--- config.mk ---
export PLATFORM = sky130hd
export DESIGN_NAME = fetch_unit
export DESIGN_NICKNAME = d
export VERILOG_FILES = /design/src/include/mem_map.svh /design/src/axi_pkg.sv /design/src/fetch_unit.sv
export SDC_FILE = /design/constraint.sdc
export NUM_CORES = 1
export LEC_CHECK = 0
export ABC_AREA = 0
export BUFFER_PORTS_ARGS = -buffer_cell sky130_fd_sc_hd__buf_2
export CORE_ASPECT_RATIO = 0.8
export CORE_MARGIN = 2
export CORE_UTILIZATION = 40
export CTS_CLUSTER_DIAMETER = 150
export CTS_CLUSTER_SIZE = 40
export DETAILED_ROUTE_END_ITERATION = 8
export HOLD_SLACK_MARGIN = 0.06
export PLACE_DENSITY = 0.78
export SYNTH_ARGS = -nofsm -noshare
export SYNTH_HDL_FRONTEND = slang
export SYNTH_SLANG_ARGS = --single-unit
--- constraint.sdc ---
create_clock -name clock -period 2.53 [get_ports clock]
set_clock_uncertainty 0.05 [all_clocks]
set_input_delay 0.3795 -clock clock [delete_from_list [all_inputs] [get_ports clock]]
set_output_delay 0.3795 -clock clock [all_outputs]
set_load 0.02 [all_outputs]
--- src/include/mem_map.svh ---
// SRAM window base address and size macros
`ifndef MEM_MAP_SVH
`define MEM_MAP_SVH

// byte address of the first SRAM word
`define MEM_BASE 32'h8000_0000

// window size in bytes, 4 KiB
`define MEM_BYTES 32'h0000_1000

`endif

--- src/axi_pkg.sv ---
// AXI-lite channel structs, response codes and access size code
package axi_pkg;

	typedef logic [31:0] addr_t;
	typedef logic [31:0] data_t;
	typedef logic [3:0]  strb_t;
	typedef logic [2:0]  size_t;

	typedef enum logic [1:0] {
		OKAY   = 2'b00,
		SLVERR = 2'b10
	} resp_e;

	// four bytes per beat
	localparam size_t SIZE_WORD = 3'b010;

	typedef struct packed {
		addr_t addr;
		size_t size;
	} ar_t;

	typedef struct packed {
		addr_t addr;
		size_t size;
	} aw_t;

	typedef struct packed {
		data_t data;
		strb_t strb;
	} w_t;

	typedef struct packed {
		data_t data;
		resp_e resp;
	} r_t;

endpackage

--- src/fetch_unit.sv ---
// instruction fetch master issuing single word reads
`timescale 1ns/1ps

module fetch_unit (
	input  logic            clock,
	input  logic            rstn,
	input  logic            start_i,
	input  axi_pkg::addr_t  pc_i,
	output logic            done_o,
	output axi_pkg::data_t  instr_o,
	output logic            err_o,
	output logic            ar_valid_o,
	output axi_pkg::ar_t    ar_o,
	input  logic            ar_ready_i,
	input  logic            r_valid_i,
	input  axi_pkg::r_t     r_i,
	output logic            r_ready_o
);

	typedef enum logic [1:0] {
		IDLE,
		ADDR,
		RESP
	} fetch_state_e;

	fetch_state_e   state_q;
	logic           done_q;
	axi_pkg::addr_t pc_q;
	axi_pkg::data_t instr_q;
	logic           err_q;

	always_ff @(posedge clock) begin
		if (!rstn) begin
			state_q <= IDLE;
			done_q  <= 1'b0;
		end else begin
			done_q <= 1'b0;
			case (state_q)
				IDLE: begin
					if (start_i) begin
						state_q <= ADDR;
					end
				end
				ADDR: begin
					if (ar_ready_i) begin
						state_q <= RESP;
					end
				end
				RESP: begin
					if (r_valid_i) begin
						state_q <= IDLE;
						done_q  <= 1'b1;
					end
				end
				default: begin
					state_q <= IDLE;
				end
			endcase
		end
	end

	always_ff @(posedge clock) begin
		if (state_q == IDLE && start_i) begin
			pc_q <= pc_i;
		end
		if (r_valid_i && r_ready_o) begin
			instr_q <= r_i.data;
			err_q   <= (r_i.resp != axi_pkg::OKAY);
		end
	end

	assign ar_valid_o = (state_q == ADDR);
	assign r_ready_o  = (state_q == RESP);

	always_comb begin
		ar_o.addr = {pc_q[31:2], 2'b00};
		ar_o.size = axi_pkg::SIZE_WORD;
	end

	assign done_o  = done_q;
	assign instr_o = instr_q;
	assign err_o   = err_q;

endmodule

==> run metrics, run 1 <==
Die H=roughly 70 microns; clk_lat worst skew=0.32 ns; Synth Area in XOR/XNOR=0%; GRT overflow=0; cell count along the critical path=2; Bufs on Longest Clock Path=2; Comb pwr share=just over 8%; Vias=around 1300; Final period util=between 50 and 60%; count of cell types in the netlist=13; max-cap viol count=0; RePlAce Congestion=0.6418; final antenna-violating net count=0; area of placed instances=2823 sq um; Tmin final=1.506 ns; PortBufs=between 100 and 150; Post-Synth Simple-Gate Area=3.074%; fin area=3002 sq um; Synth Cell Area=2076 sq um; Clock power frac=a little over a third; Post-CTS Resized=0; WL final=about 4400 microns; Post-CTS Hold Buffers=0; row count=23; cell internal pwr=1.764 mW; Fmax=664.0 MHz; Final #Nets=302; mean post-synth cell area=24.42 sq um; Pins Over Slew Limit=0; core area=5007 sq um; pwr dens=742.7 nW/um^2; CTS tree=built; # setup viols final=0; Place WS=1.125 ns; WL/cell=around 15 microns; Die W=84.54 microns; WP data required=2.10 ns; Final Hold Viols=0; mux contribution to synthesized area=0%; share of layout cells above drive strength 1=between 60 and 70%; hold path cells=1; WP buf/inv=1; CTS Buf Count=9; clock transition at the registers of the reported paths=0.06 ns; outcome=finished clean; Final WS setup=1.024 ns; DP HPWL=3431 microns; worst-path maximum fanout=4; DP Cell Count=282; vias in the first global route=1225; synthesis-stage register bit count=66; first-pass GRT wire length=5899 microns; die area=about 5800 sq um; Net Sw Frac=20.86%; CP Capture Type=output port; Psw=0.4651 mW; vias per cell=between 4 and 5; post-CTS setup buffers=0; Hold Crit Class=in2reg; Sum Neg Setup Slack=0 ns; maximum VDD drop=between 300 and 400 uV; RSZ-0062 raised after global routing=no; GRT Overall Usage=14.48%; area delta synth->final=44.61%; worst r2r path cells=3; WHS=0.1738 ns; register area share after synthesis=between 90% and 100%; Slowest-stage cell, CP=dfxtp_1; crit-path max cell delay=0.33 ns; largest net degree at the start of global routing=31; First-pass DRT Iterations=4; adder-cell share of the synthesized area=0%; Leakage=around 1.3 nW; fin util=approximately three fifths; IO Pins=142; Synth Area in Compound Gates=less than 1%; total clock sinks=66; filler-free cell count of the finished design=298; Starting Density=41.45%; sequential share of power=a little under three fifths; cells along the critical path=and2b_4 -> buf_2; final total power=2.229 mW; delay-heaviest family, CP=flip-flops; H-Tree Level Count=3; Setup CP Type=reg2out; largest family of logic cells by synthesized area=simple AND/OR/NAND/NOR gates; synthesized instance count=85; initial DRC count=59; Ys Warns=0; WP data arrival=1.08 ns; antenna violations before repair=1; CTS Root Cell=clkbuf_8; DR DRC count=0; crit path launch type=flip-flop
## cell families after synthesis
kind of cell,Yosys count
flip-flops,66
AND/OR/NAND/NOR,10
buffers and inverters,5
AO/OA/AOI/OAI,2
other,2
## worst reg2reg max path, stage by stage (launching register included)
cell and delay [ns]:
dfxtp_1 0.33, and2b_4 0.26, and2_1 0.14, buf_4 0.26
## worst paths after layout
| path | startpoint | endpoint | slack (ns) |
|---|---|---|---|
| setup / recovery | state_q[0] | r_ready_o | 1.02 |
| hold / removal | pc_i[25] | pc_q[25] | 0.17 |
| setup reg to reg | state_q[0] | instr_o[1] | 1.17 |
| hold reg to reg | state_q[0] | state_q[0] | 0.47 |
## power groups by stage
stage	registers [mW]	clock network (mW)	logic (mW)
detailed placement	1.28	0	0.185
finish	1.26	0.787	0.183
floorplan	1.34	0	0.0372
CTS	1.26	0.817	0.185
global placement	1.28	0	0.178
global route	1.26	0.869	0.196
## final cells by class
cell class	instances	area, sq um
multi-input combinational	17	100.1
tap	62	77.57
timing repair buffer	137	693.2
clock buffer	11	131.4
sequential	66	1952
antenna	1	2.502
fill	432	2006
clock inverter	4	45.04
## Yosys cell counts
library cell  count  area share [%]
a21oi_1           1            0.24
a32o_1            1            0.48
and2_1            1            0.30
and2b_4           1            0.48
and3_1            1            0.30
buf_4             5             1.8
conb_1            2            0.36
dfxtp_1           3             2.9
edfxtp_1         63              91
nand2b_1          3            0.90
nor2_1            1            0.18
nor2b_1           2            0.60
or2_1             1            0.30
## layout by cell type (no fill, tap or decap), types with 2 or more instances in the layout
cell | synthesis | layout
edfxtp_1 | 63 | 63
buf_2 | 0 | 134
clkbuf_8 | 0 | 9
buf_4 | 5 | 3
clkinv_2 | 0 | 3
dfxtp_1 | 3 | 3
clkbuf_1 | 0 | 2
nor2b_1 | 2 | 2
conb_1 | 2 | 5
nand2b_1 | 3 | 3
## sequential cells by signal, summed over array words and instances, names as in the netlist
name     flops
done_o       1
instr_o     32
err_o        1
pc_q        30
state_q      2
## per-layer routing
layer / global-route usage (%) / wire length [microns]
met1: 15.21 / 1453
met2: 23.33 / 2417
met3: 10.01 / 452
met4: 5.357 / 26
met5: 0 / 0
Note: power is estimated with default switching activity, not from simulation.
==> run 2: changes to the inputs <==
- clock period: 2.53 -> 1.5 ns (I/O delays scaled with it)
==> run metrics, run 2 (same netlist as run 1, synthesis figures left out) <==
Multi-input gate area=107.6 sq um (+7.5%); clock transition at the registers of the reported paths=0.06 ns (about the same); DP Cell Count=282 (unchanged); Hold Crit Class=in2reg; final antenna-violating net count=0 (unchanged); Leakage=1.567 nW (+21%); fin util=73.14% (+13 points); WP data arrival=1.08 ns (about the same); flip-flop count of the largest register after layout=32 (unchanged); outcome=finished clean; Sum Neg Setup Slack=0 ns (unchanged); Die H=68.43 microns (unchanged); CP Capture Type=output port; max-cap viol count=0 (unchanged); Final WS setup=0.1419 ns (-0.8821 ns); GRT Overall Usage=18.22% (+3.7 points); antenna cells=0 (-1); share of layout cells above drive strength 1=50.84% (-14 points); clk_lat worst skew=0.32 ns (about the same); worst-path maximum fanout=4 (unchanged); CTS Buf Count=9 (unchanged); commonest non-fill, non-tap cell in the layout=buf_2; # setup viols final=0 (unchanged); post-CTS setup buffers=0 (unchanged); Post-CTS Hold Buffers=62 (+62); WL/cell=14.96 microns (+2.5%); delay-heaviest family, CP=flip-flops; WP buf/inv=1 (unchanged); fill count=329 (-24%); Place WS=0.2301 ns (-0.8949 ns); Slowest-stage cell, CP=dfxtp_1; WHS=0.1030 ns (-0.07083 ns); Final period util=90.54%; register area=1952 sq um (unchanged); Bufs on Longest Clock Path=2 (unchanged); vias in the first global route=1596 (+30%); initial DRC count=74 (+25%); total clock sinks=66 (unchanged); RePlAce Congestion=0.6407 (-0.17%); Die W=84.54 microns (unchanged); Starting Density=41.45% (unchanged); Setup CP Type=reg2out; worst r2r path cells=3 (unchanged); IO Pins=142 (unchanged); Final #Nets=364 (+21%); row count=23 (unchanged); most frequent cells in the layout=134 x buf_2, 63 x edfxtp_1, 62 x dlygate4sd3_1; GRT overflow=0 (unchanged); area of placed instances=2868 sq um (+1.6%); WP data required=1.22 ns (-0.88 ns); hold path cells=2 (+1); final total power=3.913 mW (+76%); largest net degree at the start of global routing=31 (unchanged); vias per cell=4.348 (+1.1%); crit-path max cell delay=0.41 ns (+0.08 ns); Fmax=736.3 MHz; Pins Over Slew Limit=0 (unchanged); area delta synth->final=76.43%; Post-CTS Resized=0 (unchanged); die area=5785 sq um (unchanged); CTS Root Cell=clkbuf_8; DP HPWL=3493 microns (+1.8%); PortBufs=134 (unchanged); fin area=3662 sq um (+22%); H-Tree Level Count=3 (unchanged); antenna violations before repair=0 (-1); cell count along the critical path=2 (unchanged); First-pass DRT Iterations=4 (unchanged); core area=5007 sq um (unchanged); maximum VDD drop=793.9 uV (+110%); DR DRC count=0 (unchanged); CTS tree=built; Vias=1561 (+22%); cells along the critical path=and2b_4 -> buf_2; Tmin final=1.358 ns; Final Hold Viols=0 (unchanged); RSZ-0062 raised after global routing=no; crit path launch type=flip-flop; WL final=5372 microns (+23%); pwr dens=1068 nW/um^2 (+44%); filler-free cell count of the finished design=359 (+20%); first-pass GRT wire length=7569 microns (+28%)
[run 2: cell types whose count changed in the layout (fill, tap and decap cells not counted)]
cell           before  now
nor2_4              0    1
buf_12              0    3
and2_4              0    1
and2_1              1    0
buf_4               3    0
clkinv_1            0    3
clkbuf_1            2    1
dlygate4sd3_1       0   62
clkinv_2            3    1
nor2_2              1    0
diode_2             1    0
[run 2: area by class of cell]
type                       instances  area share, %
clock buffer                      10          3.485
clock inverter                     5          1.264
multi-input combinational         17          2.938
sequential                        66          53.30
tap                               62          2.118
timing repair buffer             199          36.90
[run 2: routing by layer]
layer  share of wire, %  GRT usage [%]
met1                 34          18.62
met2                 56          32.68
met3                8.0          8.926
met4                2.3          7.341
met5                  0              0
[run 2: final timing paths]
kind / startpoint / slack, ns / end
worst min register to register: state_q[0] / 0.47 / state_q[0]
worst max-delay path: state_q[1] / 0.14 / r_ready_o
worst max register to register: state_q[1] / 0.22 / instr_o[0]
worst min-delay path: r_valid_i / 0.10 / done_o
[run 2: report_power, final]
part           internal, mW  leakage (nW)  switching [mW]
logic                 0.235         0.869           0.219
clock network         0.739        0.0886           0.594
registers              2.11         0.609          0.0201
==> run 3: changes to the inputs <==
- clock period: 1.5 -> 1.25 ns (I/O delays scaled with it)
==> run metrics, run 3 (same netlist as run 1, synthesis figures left out) <==
Leakage=1.640 nW (+4.7%); CP Capture Type=output port; WL final=6133 microns (+14%); hold path cells=2 (unchanged); antenna cells=0 (unchanged); GRT overflow=0 (unchanged); initial DRC count=104 (+41%); Starting Density=41.45% (unchanged); largest net degree at the start of global routing=31 (unchanged); commonest non-fill, non-tap cell in the layout=buf_2; row count=23 (unchanged); Hold Crit Class=in2reg; Bufs on Longest Clock Path=2 (unchanged); Worst R2R Start=state_q[0]; filler-free cell count of the finished design=371 (+3.3%); critical path's most frequent cell=buf_6; maximum VDD drop=990.8 uV (+25%); WL/cell=16.53 microns (+10%); Final WS setup=-0.09430 ns (-0.2362 ns); GRT Overall Usage=20.09% (+1.9 points); crit-path max cell delay=0.33 ns (-0.08 ns); Worst Hold Path EP=err_o; r2r setup slk=-0.09 ns (-0.31 ns); min-delay src=r_i[0]; DP HPWL=3469 microns (-0.69%); most frequent cells in the layout=132 x buf_2, 63 x edfxtp_1, 63 x dlygate4sd3_1; Die W=84.54 microns (unchanged); WP data required=1.01 ns (-0.21 ns); Final #Nets=375 (+3.0%); first-pass GRT wire length=8349 microns (+10%); failing checks=negative setup slack; fill count=329 (unchanged); clk_lat worst skew=0.33 ns (about the same); First-pass DRT Iterations=4 (unchanged); DP Cell Count=286 (+1.4%); Final Hold Viols=0 (unchanged); max-cap viol count=0 (unchanged); flip-flop count of the largest register after layout=32 (unchanged); final antenna-violating net count=0 (unchanged); vias per cell=4.326 (-0.51%); total clock sinks=66 (unchanged); area delta synth->final=83.12%; share of layout cells above drive strength 1=53.72% (+2.9 points); core area=5007 sq um (unchanged); outcome=finished with violations; RR Endpoint=pc_q[12]; # setup viols final=60 (+60); crit path launch type=flip-flop; Setup CP Type=reg2out; Slowest-stage cell, CP=dfxtp_2; clock transition at the registers of the reported paths=0.07 ns (about the same); Sum Neg Setup Slack=-3.063 ns (-3.063 ns); Tmin final=1.344 ns; RSZ-0062 raised after global routing=yes; DR DRC count=0 (unchanged); Vias=1605 (+2.8%); Die H=68.43 microns (unchanged); WP data arrival=1.11 ns (+0.03 ns); CTS Buf Count=9 (unchanged); CTS Root Cell=clkbuf_8; RePlAce Congestion=0.6480 (+1.1%); die area=5785 sq um (unchanged); vias in the first global route=1640 (+2.8%); PortBufs=134 (unchanged); CTS tree=built; cells along the critical path=and2b_4 -> buf_6 -> buf_6; Fmax=between 700 and 800 MHz; H-Tree Level Count=3 (unchanged); worst r2r path cells=4 (+1); Final period util=107.5%; worst-path maximum fanout=3 (-1); antenna violations before repair=0 (unchanged); IO Pins=142 (unchanged); pwr dens=1232 nW/um^2 (+15%); Pins Over Slew Limit=0 (unchanged)
-- run 3: cell count changes in the layout (fill, tap and decap cells not counted), sizes merged --
cell / change
bufinv: -1
clkbuf: +4
clkinv: -2
clkinvlp: +1
buf: +9
dlygate4sd3: +1
-- run 3: stage by stage --
step           power [mW]  utilization, %  hold slack (ns)  cell area [sq um]  setup slack [ns]
5_1_grt             4.850           75.91          0.06711               3801           -0.1303
6_report            4.683           75.91          0.07327               3801          -0.09430
3_5_place_dp        2.997           58.05           0.3156               2907           0.01391
4_1_cts             4.642           74.61          0.06372               3736          -0.08796
3_3_place_gp        2.983           58.05           0.3147               2907           0.03169
2_1_floorplan       2.787               -           0.2364               2106           -0.1230
-- run 3: final cells by class --
type	count	area (sq um)	share of cell area (%)
Sequential cell	66	1953	51.38
Multi-Input combinational cell	17	123.9	3.259
Clock inverter	3	16.27	0.4279
Tap cell	62	77.57	2.041
Timing Repair Buffer	210	1481	38.97
Clock buffer	13	148.9	3.917
-- run 3: worst max path at each step --
stage | startpoint | end | slack, ns | depth (start not counted)
after floorplan | state_q[0] | pc_q[10] | -0.12 | 2
after global placement | state_q[0] | instr_o[15] | 0.03 | 3
after detailed placement | state_q[0] | instr_o[18] | 0.01 | 3
after CTS | state_q[0] | r_ready_o | -0.09 | 3
after global routing | state_q[0] | r_ready_o | -0.13 | 3
final | state_q[0] | r_ready_o | -0.09 | 3
-- run 3: repair_timing --
item                                    CTS  global route
hold endpoints to repair                 63             0
setup buffers                             2             2
cloned                                    0             2
hold buffers                             63             0
gates resized for setup                   6             4
pin swaps                                 1             0
endpoints found under the setup margin    2            65
-- run 3: report_power, final --
| group | internal (mW) | total [mW] | switching, mW | leakage, nW |
|---|---|---|---|---|
| logic | 0.327 | 0.619 | 0.292 | 0.949 |
| clock network | 0.767 | 1.51 | 0.744 | 0.0811 |
| registers | 2.53 | 2.55 | 0.0253 | 0.610 |
-- run 3: routing by layer --
layer | routed length (microns) | track usage (%)
met1 | 2106 | 20.66
met2 | 3627 | 40.26
met3 | 321 | 5.308
met4 | 78 | 6.746
met5 | 0 | 0
-- run 3: critical path: cells and delay by family (launching register included) --
kind                   cells  cell delay, ns
buffers and inverters      2            0.20
AND/OR/NAND/NOR            1            0.25
flip-flops                 1            0.33
