[config.mk]
export PLATFORM = sky130hd
export DESIGN_NAME = lsu_unit
export DESIGN_NICKNAME = d
export VERILOG_FILES = /design/src/include/mem_map.svh /design/src/axi_pkg.sv /design/src/lsu_pkg.sv /design/src/lsu_unit.sv
export SDC_FILE = /design/constraint.sdc
export NUM_CORES = 1
export LEC_CHECK = 0
export ABC_CLOCK_PERIOD_IN_PS = 6400
export BUFFER_PORTS_ARGS = -buffer_cell sky130_fd_sc_hd__buf_4
export CORE_AREA = 2 2 132 134
export CTS_CLUSTER_SIZE = 10
export DETAILED_ROUTE_END_ITERATION = 6
export DIE_AREA = 0 0 134 136
export GPL_TIMING_DRIVEN = 0
export HOLD_SLACK_MARGIN = 0.02
export MAX_ROUTING_LAYER = met4
export PLACE_DENSITY_LB_ADDON = 0.12
export RECOVER_POWER = 100
export SETUP_SLACK_MARGIN = 0.1
export SYNTH_ARGS = -nofsm -noshare
export SYNTH_HDL_FRONTEND = slang
export SYNTH_SLANG_ARGS = --single-unit
[constraint.sdc]
create_clock -name clock -period 6.4 [get_ports clock]
set_clock_uncertainty 0.05 [all_clocks]
set_input_delay 0.96 -clock clock [delete_from_list [all_inputs] [get_ports clock]]
set_output_delay 0.96 -clock clock [all_outputs]
set_load 0.02 [all_outputs]
[src/include/mem_map.svh]
// SRAM window base address and size macros
`ifndef MEM_MAP_SVH
`define MEM_MAP_SVH

// byte address of the first SRAM word
`define MEM_BASE 32'h8000_0000

// window size in bytes, 4 KiB
`define MEM_BYTES 32'h0000_1000

`endif

[src/axi_pkg.sv]
// AXI-lite channel structs, response codes and access size code
package axi_pkg;

	typedef logic [31:0] addr_t;
	typedef logic [31:0] data_t;
	typedef logic [3:0]  strb_t;
	typedef logic [2:0]  size_t;

	typedef enum logic [1:0] {
		OKAY   = 2'b00,
		SLVERR = 2'b10
	} resp_e;

	// four bytes per beat
	localparam size_t SIZE_WORD = 3'b010;

	typedef struct packed {
		addr_t addr;
		size_t size;
	} ar_t;

	typedef struct packed {
		addr_t addr;
		size_t size;
	} aw_t;

	typedef struct packed {
		data_t data;
		strb_t strb;
	} w_t;

	typedef struct packed {
		data_t data;
		resp_e resp;
	} r_t;

endpackage

[src/lsu_pkg.sv]
// load/store type enums, register and CSR field types, LSU request and result structs
package lsu_pkg;

	typedef enum logic [2:0] {
		LD_NONE = 3'd0,
		LD_B    = 3'd1,
		LD_H    = 3'd2,
		LD_W    = 3'd3,
		LD_BU   = 3'd4,
		LD_HU   = 3'd5
	} load_e;

	typedef enum logic [1:0] {
		ST_NONE = 2'd0,
		ST_B    = 2'd1,
		ST_H    = 2'd2,
		ST_W    = 2'd3
	} store_e;

	typedef logic [4:0] reg_idx_t;
	typedef logic [2:0] csr_type_t;

	// addr is the ALU result, also the write-back value for non-memory ops
	typedef struct packed {
		axi_pkg::addr_t addr;
		axi_pkg::data_t wdata;
		load_e          load;
		store_e         store;
		logic           wd;
		reg_idx_t       rd;
		axi_pkg::data_t csr_wdata;
		csr_type_t      csr_type;
	} lsu_req_t;

	typedef struct packed {
		axi_pkg::data_t wb_data;
		logic           wd;
		reg_idx_t       rd;
		axi_pkg::data_t csr_wdata;
		csr_type_t      csr_type;
		logic           err;
	} lsu_res_t;

endpackage

[src/lsu_unit.sv]
// load/store unit: request FSM, store lane alignment, load shift and extension
`timescale 1ns/1ps

module lsu_unit (
	input  logic                clock,
	input  logic                rstn,
	input  logic                start_i,
	input  lsu_pkg::lsu_req_t   req_i,
	output logic                done_o,
	output lsu_pkg::lsu_res_t   res_o,
	output logic                ar_valid_o,
	output axi_pkg::ar_t        ar_o,
	input  logic                ar_ready_i,
	input  logic                r_valid_i,
	input  axi_pkg::r_t         r_i,
	output logic                r_ready_o,
	output logic                aw_valid_o,
	output axi_pkg::aw_t        aw_o,
	input  logic                aw_ready_i,
	output logic                w_valid_o,
	output axi_pkg::w_t         w_o,
	input  logic                w_ready_i,
	input  logic                b_valid_i,
	input  axi_pkg::resp_e      b_resp_i,
	output logic                b_ready_o
);

	typedef enum logic [1:0] {
		IDLE,
		ADDR,
		RESP,
		DONE
	} lsu_state_e;

	lsu_state_e        state_q;
	lsu_pkg::lsu_req_t req_q;
	axi_pkg::data_t    rdata_q;
	logic              err_q;

	logic              is_load;
	logic              is_store;
	logic [1:0]        lane;
	axi_pkg::addr_t    word_addr;
	axi_pkg::strb_t    base_strb;
	axi_pkg::data_t    rdata_shift;
	axi_pkg::data_t    load_data;

	// a request carrying both types is treated as a load
	assign is_load   = (req_q.load != lsu_pkg::LD_NONE);
	assign is_store  = (req_q.store != lsu_pkg::ST_NONE) && !is_load;
	assign lane      = req_q.addr[1:0];
	assign word_addr = {req_q.addr[31:2], 2'b00};

	always_ff @(posedge clock) begin
		if (!rstn) begin
			state_q <= IDLE;
		end else begin
			case (state_q)
				IDLE: begin
					if (start_i) begin
						state_q <= ADDR;
					end
				end
				ADDR: begin
					if (!is_load && !is_store) begin
						state_q <= DONE;
					end else if (ar_valid_o && ar_ready_i) begin
						state_q <= RESP;
					end else if (aw_valid_o && aw_ready_i && w_valid_o && w_ready_i) begin
						// AW and W must go in the same cycle
						state_q <= RESP;
					end
				end
				RESP: begin
					if ((r_valid_i && r_ready_o) || (b_valid_i && b_ready_o)) begin
						state_q <= DONE;
					end
				end
				default: begin
					state_q <= IDLE;
				end
			endcase
		end
	end

	// request and response payload
	always_ff @(posedge clock) begin
		if (state_q == IDLE && start_i) begin
			req_q <= req_i;
			err_q <= 1'b0;
		end
		if (r_valid_i && r_ready_o) begin
			rdata_q <= r_i.data;
			err_q   <= (r_i.resp != axi_pkg::OKAY);
		end
		if (b_valid_i && b_ready_o) begin
			err_q <= (b_resp_i != axi_pkg::OKAY);
		end
	end

	assign ar_valid_o = (state_q == ADDR) && is_load;
	assign aw_valid_o = (state_q == ADDR) && is_store;
	assign w_valid_o  = (state_q == ADDR) && is_store;
	assign r_ready_o  = (state_q == RESP) && is_load;
	assign b_ready_o  = (state_q == RESP) && is_store;

	always_comb begin
		case (req_q.store)
			lsu_pkg::ST_B: base_strb = 4'b0001;
			lsu_pkg::ST_H: base_strb = 4'b0011;
			lsu_pkg::ST_W: base_strb = 4'b1111;
			default:       base_strb = 4'b0000;
		endcase
	end

	always_comb begin
		ar_o.addr = word_addr;
		ar_o.size = axi_pkg::SIZE_WORD;
		aw_o.addr = word_addr;
		aw_o.size = axi_pkg::SIZE_WORD;
		// move the low bytes up into the addressed lane
		w_o.data  = req_q.wdata << {lane, 3'b000};
		w_o.strb  = base_strb << lane;
	end

	// bring the addressed lane down to bit 0, then extend
	assign rdata_shift = rdata_q >> {lane, 3'b000};

	always_comb begin
		case (req_q.load)
			lsu_pkg::LD_B:  load_data = {{24{rdata_shift[7]}}, rdata_shift[7:0]};
			lsu_pkg::LD_H:  load_data = {{16{rdata_shift[15]}}, rdata_shift[15:0]};
			lsu_pkg::LD_BU: load_data = {24'b0, rdata_shift[7:0]};
			lsu_pkg::LD_HU: load_data = {16'b0, rdata_shift[15:0]};
			default:        load_data = rdata_shift;
		endcase
	end

	assign done_o = (state_q == DONE);

	always_comb begin
		res_o.wb_data   = is_load ? load_data : req_q.addr;
		res_o.wd        = req_q.wd;
		res_o.rd        = req_q.rd;
		res_o.csr_wdata = req_q.csr_wdata;
		res_o.csr_type  = req_q.csr_type;
		res_o.err       = err_q;
	end

endmodule

==> qor.yml, run 1 <==
postCtsHoldBufs: 0
stdcell_count: 1130
fin_nets: 1050
place_congestion: 0.8264
placed_cells: 1097
slew_headroom_pct: -136.4
start_util_pct: 41.18
antenna_found_initial: 1
setup.worst_path.start_class: "flop"
worstSkewPairLatency_ns: 0.42
synth_cell_type_count: 43
netlist_area_um2: 6949
core_um2: 16880
path_cells: "clkbuf_1 > clkbuf_1 > clkbuf_1 > a211oi_1 > a21oi_1 > clkbuf_1"
violations: "max-capacitance violations, max-slew violations"
portBuffers: 329
area_delta_synth_final_pct: 43.90
grt_overflow: 0
ys_seq_area_share_pct: 62.37
finalWorstPathRequiredPeriod_ns: 4.046
drv_slew: 54
ys_warn_count: 0
dr.first_iter.drc_count: 253
status: "complete, but fails checks"
rsz0062_at_grt: "false"
drt-vias-per-instance: 4.714
drc_errors: 0
synth.area.top_cells: "edfxtp_1, buf_4, mux2i_1"
worstPathArrival_ns: 3.04
max_freq_ghz: 0.2471
max_stage_delay_ns: 0.57
cts_resized: 0
die_w_um: 134
cts_made_buffers: 17
wire_per_inst_um: 17.46
period_share_pct: 63.22
syn_inst: 534
rr_worst_depth: 5
end_kind: "output pin"
hp-class: "reg2reg"
yosysTopAreaCell: "edfxtp_1"
leakage_nw: 4.167
placed_area_um2: 9762
hold_viol_final: 0
drive_gt1_share_pct: 43.92
peakVddDrop_v: 0.0002181
dp_worst_setup_slack_ns: 3.468
holdCritStartpoint: "state_q[1]$_SDFFE_PN0P_"
setup_viol_count_final: 0
async_flop_share_pct: 0
synth_most_common_cell: "edfxtp_1"
setup_tns_ns: 0
die_h_um: 136
min_path_cells: 2
timing.final.ws_setup_ns: 2.354
tightest_slew_ns: 3.546
worst_r2r_endpoint: "err_q$_DFFE_PP_"
cpMostUsedCell: "clkbuf_1"
dieArea_um2: 18220
boundaryPins: 340
synth_flop_cell: "edfxtp_1"
post_cts.repair.setup_buffers: 0
utilization_pct: 59.25
vias: 5327
cts-root-buf: "clkbuf_16"
cts_sinks: 145
synth_edf_count: 143
synth-seq-cells: 145
cp.required_ns: 5.39
reg2reg_from: "state_q[0]$_SDFFE_PN0P_"
fill_cells: 1488
crit_slowest_cell: "clkbuf_1"
totalWireLength_mm: 19.73
grt_pass1_vias: 5323
stdcell_area_um2: 10000
grt_pass1_wl_mm: 28.99
synth_top_area_share_pct: 61.79
hpwl_mm: 15.30
synth_common_cells: "edfxtp_1, buf_4, a21oi_1, nor2_1, mux2i_1"
postSynthAreaPerCell_um2: 13.01
fp-row-count: 48
htree_levels: 4
r2r_setup_slack_ns: 2.44
grt_max_degree: 59
cts_buffer_depth: 2
drt_pre_antenna_iters: 4
clk_pin_slew_ns: 0.06
grtUsageTotal_pct: 22.14
cp_max_fo: 10
cts_tree: "built"
power_density_nw_per_um2: 402.6
holdPathEnd: "state_q[1]$_SDFFE_PN0P_"
path_class: "reg2out"
max-cap-violations: 1
ant_nets: 0
area by class of cell:
| cell class | instances | area [µm²] | share of cell area [%] |
|---|---|---|---|
| diodes | 1 | 2.502 | 0.02503 |
| plain buffers | 133 | 929.6 | 9.297 |
| clock buffers | 19 | 432.9 | 4.329 |
| clock inverters | 13 | 186.4 | 1.864 |
| inverters | 5 | 18.77 | 0.1877 |
| multi-input cells | 259 | 1662 | 16.62 |
| flip-flops and latches | 145 | 4334 | 43.34 |
| well taps | 225 | 281.5 | 2.815 |
| repair buffers | 330 | 2152 | 21.52 |
cells in the final DEF (no fill, tap or decap), drive strengths merged, types with 2 or more instances in the layout:
cell and n:
or2 2, mux2i 35, ha 5, o211ai 2
conb 10, and2 11, a211oi 16, dfxtp 2
buf 148, o22ai 8, clkinv 5, nor2b 16
a21o 3, edfxtp 143, inv 6, a21oi 40
nand3b 2, o22a 8, clkbuf 334, nand2b 2
mux2 5, a22o 2, nor2 39, bufinv 4
nor3 2, nand2 26, clkinvlp 3, and3 3
o21ai 13
how the worst max path moves through the flow:
stage | from | end | cells past startpoint
after floorplan | start_i | err_q$_DFFE_PP_ | 2
after global placement | start_i | err_q$_DFFE_PP_ | 3
after detailed placement | lane[0]$_DFFE_PP_ | w_o[2] | 6
after CTS | lane[0]$_DFFE_PP_ | w_o[2] | 6
after global routing | state_q[1]$_SDFFE_PN0P_ | err_q$_DFFE_PP_ | 5
final | lane[0]$_DFFE_PP_ | w_o[29] | 6
cell families after synthesis:
logic type	share of synthesized area (%)
and+or+nand+nor	7.292
other	0.1081
muxes	6.176
adders and majority gates	0.9003
AOI/OAI and AO/OA	9.147
DFF	62.37
buffers and inverters	14.01
layer usage:
metal	vias to the layer above	track usage (%)	routed length (µm)
met5	-	-	0
met3	30	5.295	1648
met2	261	35.41	9834
li1	2533	-	-
met1	2503	27.24	7804
met4	0	8.865	447
metrics by stage:
stage / power, W / hold WS (ns)
after floorplan: 0.002461 / 0.4363
after detailed placement: 0.003181 / 0.4934
after global routing: 0.004227 / 0.5279
final: 0.004026 / 0.4880
after CTS: 0.004226 / 0.4999
after global placement: 0.003169 / 0.4503
registers in the layout (all words and copies together), names as in the netlist:
register	flops
rdata_q	32
ar_o	30
lane	2
err_q	1
res_o	41
state_q	2
req_q	37
power by group:
| part | internal (W) | switching, W |
|---|---|---|
| registers | 0.00132 | 0.000115 |
| logic | 0.000614 | 0.000943 |
| clock network | 0.000653 | 0.000385 |
| total | 0.00258 | 0.00144 |
worst max-delay path, delay by kind of cell (launching register included):
family | cells | cell delay [ns]
buffers and inverters | 4 | 1.91
AO/OA/AOI/OAI | 2 | 0.26
flip-flops | 1 | 0.45
(Power assumes the default switching activity.)
==> run 2: changes to the inputs <==
--- a/config.mk
+++ b/config.mk
@@ -5,12 +5,13 @@
 export SDC_FILE = /design/constraint.sdc
 export NUM_CORES = 1
 export LEC_CHECK = 0
-export ABC_CLOCK_PERIOD_IN_PS = 6400
+export ABC_AREA = 1
+export ABC_CLOCK_PERIOD_IN_PS = 3300
 export BUFFER_PORTS_ARGS = -buffer_cell sky130_fd_sc_hd__buf_4
-export CORE_AREA = 2 2 132 134
+export CORE_MARGIN = 2
+export CORE_UTILIZATION = 42
 export CTS_CLUSTER_SIZE = 10
 export DETAILED_ROUTE_END_ITERATION = 6
-export DIE_AREA = 0 0 134 136
 export GPL_TIMING_DRIVEN = 0
 export HOLD_SLACK_MARGIN = 0.02
 export MAX_ROUTING_LAYER = met4
==> constraint.sdc (replaced) <==
create_clock -name clock -period 3.3 [get_ports clock]
set_clock_uncertainty 0.05 [all_clocks]
set_input_delay 0.495 -clock clock [delete_from_list [all_inputs] [get_ports clock]]
set_output_delay 0.495 -clock clock [all_outputs]
set_load 0.02 [all_outputs]
==> qor.yml, run 2 <==
worst-path-buf-inv: 4
hp-class: "in2reg"
cts_resized: 0
max_freq_ghz: 0.3444
grt_max_degree: 46
cp_max_fo: 10
setup.worst_path.start_class: "flop"
totalWireLength_mm: 20.56
dr.first_iter.drc_count: 257
grt_overflow: 0
yosysTopAreaCell: "edfxtp_1"
end_kind: "output pin"
fin_nets: 1175
grtUsageTotal_pct: 23.54
start_util_pct: 42.98
async_flop_share_pct: 0
boundaryPins: 340
cts_buffer_depth: 2
final_common_cell: "clkbuf_4"
crit_slowest_cell: "edfxtp_1"
dieArea_um2: 18090
syn_inst: 656
setup_viol_count_final: 0
post_cts.repair.setup_buffers: 0
drt-vias-per-instance: 4.639
synth_flop_cell: "edfxtp_1"
cts_made_buffers: 17
max-cap-violations: 0
r2r_setup_slack_ns: 0.65
status: "completed"
die_w_um: 134.5
area_delta_synth_final_pct: 43.03
worstSetupStartpoint: "lane[0]$_DFFE_PP_"
synth_most_common_cell: "edfxtp_1"
grt_pass1_vias: 5682
postSynthAreaPerCell_um2: 10.90
stdcell_count: 1253
synth.area.top_cells: "edfxtp_1, buf_4, nand2_1"
peakVddDrop_v: 0.0004187
portBuffers: 329
cp.required_ns: 2.75
htree_levels: 4
hold_viol_final: 0
path_class: "reg2out"
power_density_nw_per_um2: 780.9
drive_gt1_share_pct: 41.30
wire_per_inst_um: 16.41
placed_cells: 1216
drt_pre_antenna_iters: 4
cts-root-buf: "clkbuf_16"
postCtsHoldBufs: 0
synth_edf_count: 143
drc_errors: 0
critPathTopFamily: "buffers and inverters"
grt_pass1_wl_mm: 30.60
cpMostUsedCell: "clkbuf_1"
drv_slew: 0
worstSkewPairLatency_ns: 0.42
synth-seq-cells: 145
fp-row-count: 47
worstPathArrival_ns: 2.36
layout_common_cells: "clkbuf_4, buf_4, edfxtp_1, nand2_1, clkbuf_1"
synth_cell_type_count: 35
holdCritStartpoint: "req_i[26]"
hpwl_mm: 16.02
antenna_found_initial: 3
cts_tree: "built"
netlist_area_um2: 7153
tightest_slew_ns: 1.394
synth_top_area_share_pct: 60.03
synth_common_cells: "edfxtp_1, buf_4, nand2_1, nor2_1, nand3_1"
core_um2: 16640
clk_pin_slew_ns: 0.06
vias: 5813
ys_seq_area_share_pct: 60.59
period_share_pct: 88.00
largest_reg_flops: 41
reg2reg_from: "req_q[43]$_DFFE_PP_"
die_h_um: 134.5
rsz0062_at_grt: "false"
timing.final.ws_setup_ns: 0.3960
whs_ns: 0.2151
ant_nets: 0
ys_warn_count: 0
slew_headroom_pct: 7.050
place_congestion: 0.7954
cts_sinks: 145
max_stage_delay_ns: 0.45
dp_worst_setup_slack_ns: 0.9093
leakage_nw: 4.498
finalWorstPathRequiredPeriod_ns: 2.904
path_cells: "inv_1 > buf_6 > clkbuf_1 > nand2_1 > a22oi_1 > clkbuf_1"
==> run 2: path summary, 6_finish.rpt <==
path                              to  cells past startpoint
min reg2reg  state_q[0]$_SDFFE_PN0P_                      2
max                          w_o[27]                      6
max reg2reg    rdata_q[17]$_DFFE_PP_                      5
min              res_o[27]$_DFFE_PP_                      1
==> run 2: through the flow <==
step / util, % / area (µm²) / power, W / TNS (ns)
finish: 61.48 / 10230 / 0.007989 / 0
global route: 61.46 / 10230 / 0.008417 / 0
global placement: 59.68 / 9932 / 0.006363 / -39.90
floorplan: - / 7187 / 0.004889 / 0
detailed placement: 60.04 / 9992 / 0.006417 / 0
CTS: 63.69 / 10600 / 0.008412 / 0
==> run 2: cell families after synthesis <==
kind of cell / synth area share [%]
buf+inv: 16.04
fa+ha+maj: 0.8746
mux: 0.9796
flops: 60.59
compound gates: 7.626
other cells: 0.1050
simple gates: 13.78
==> run 2: cell type report <==
type                       instances  area (µm²)
antenna                            4       10.01
buffer                           142        1023
clock buffer                      17       425.4
clock inverter                    15       181.4
fill                            1515        6411
inverter                          29       115.1
multi-input combinational        348        1689
sequential                       145        4334
tap                              220       275.3
timing repair buffer             333        2177
==> run 2: worst register-to-register path: stages (launching register included) <==
cell and delay, ns:
edfxtp_1 0.42, nor2_1 0.11, nand2_1 0.16, nand3_1 0.13, inv_1 0.32, clkbuf_1 1.06
==> run 2: metal layers <==
layer | global-route usage, % | routed length, µm
met1 | 25.47 | 7568
met2 | 40.67 | 10580
met3 | 8.784 | 2136
met4 | 6.608 | 278
met5 | - | 0
==> run 2: report_power, final <==
part	internal, W	switching, W
registers	0.00252	0.000195
clock network	0.00120	0.000773
logic	0.00125	0.00204
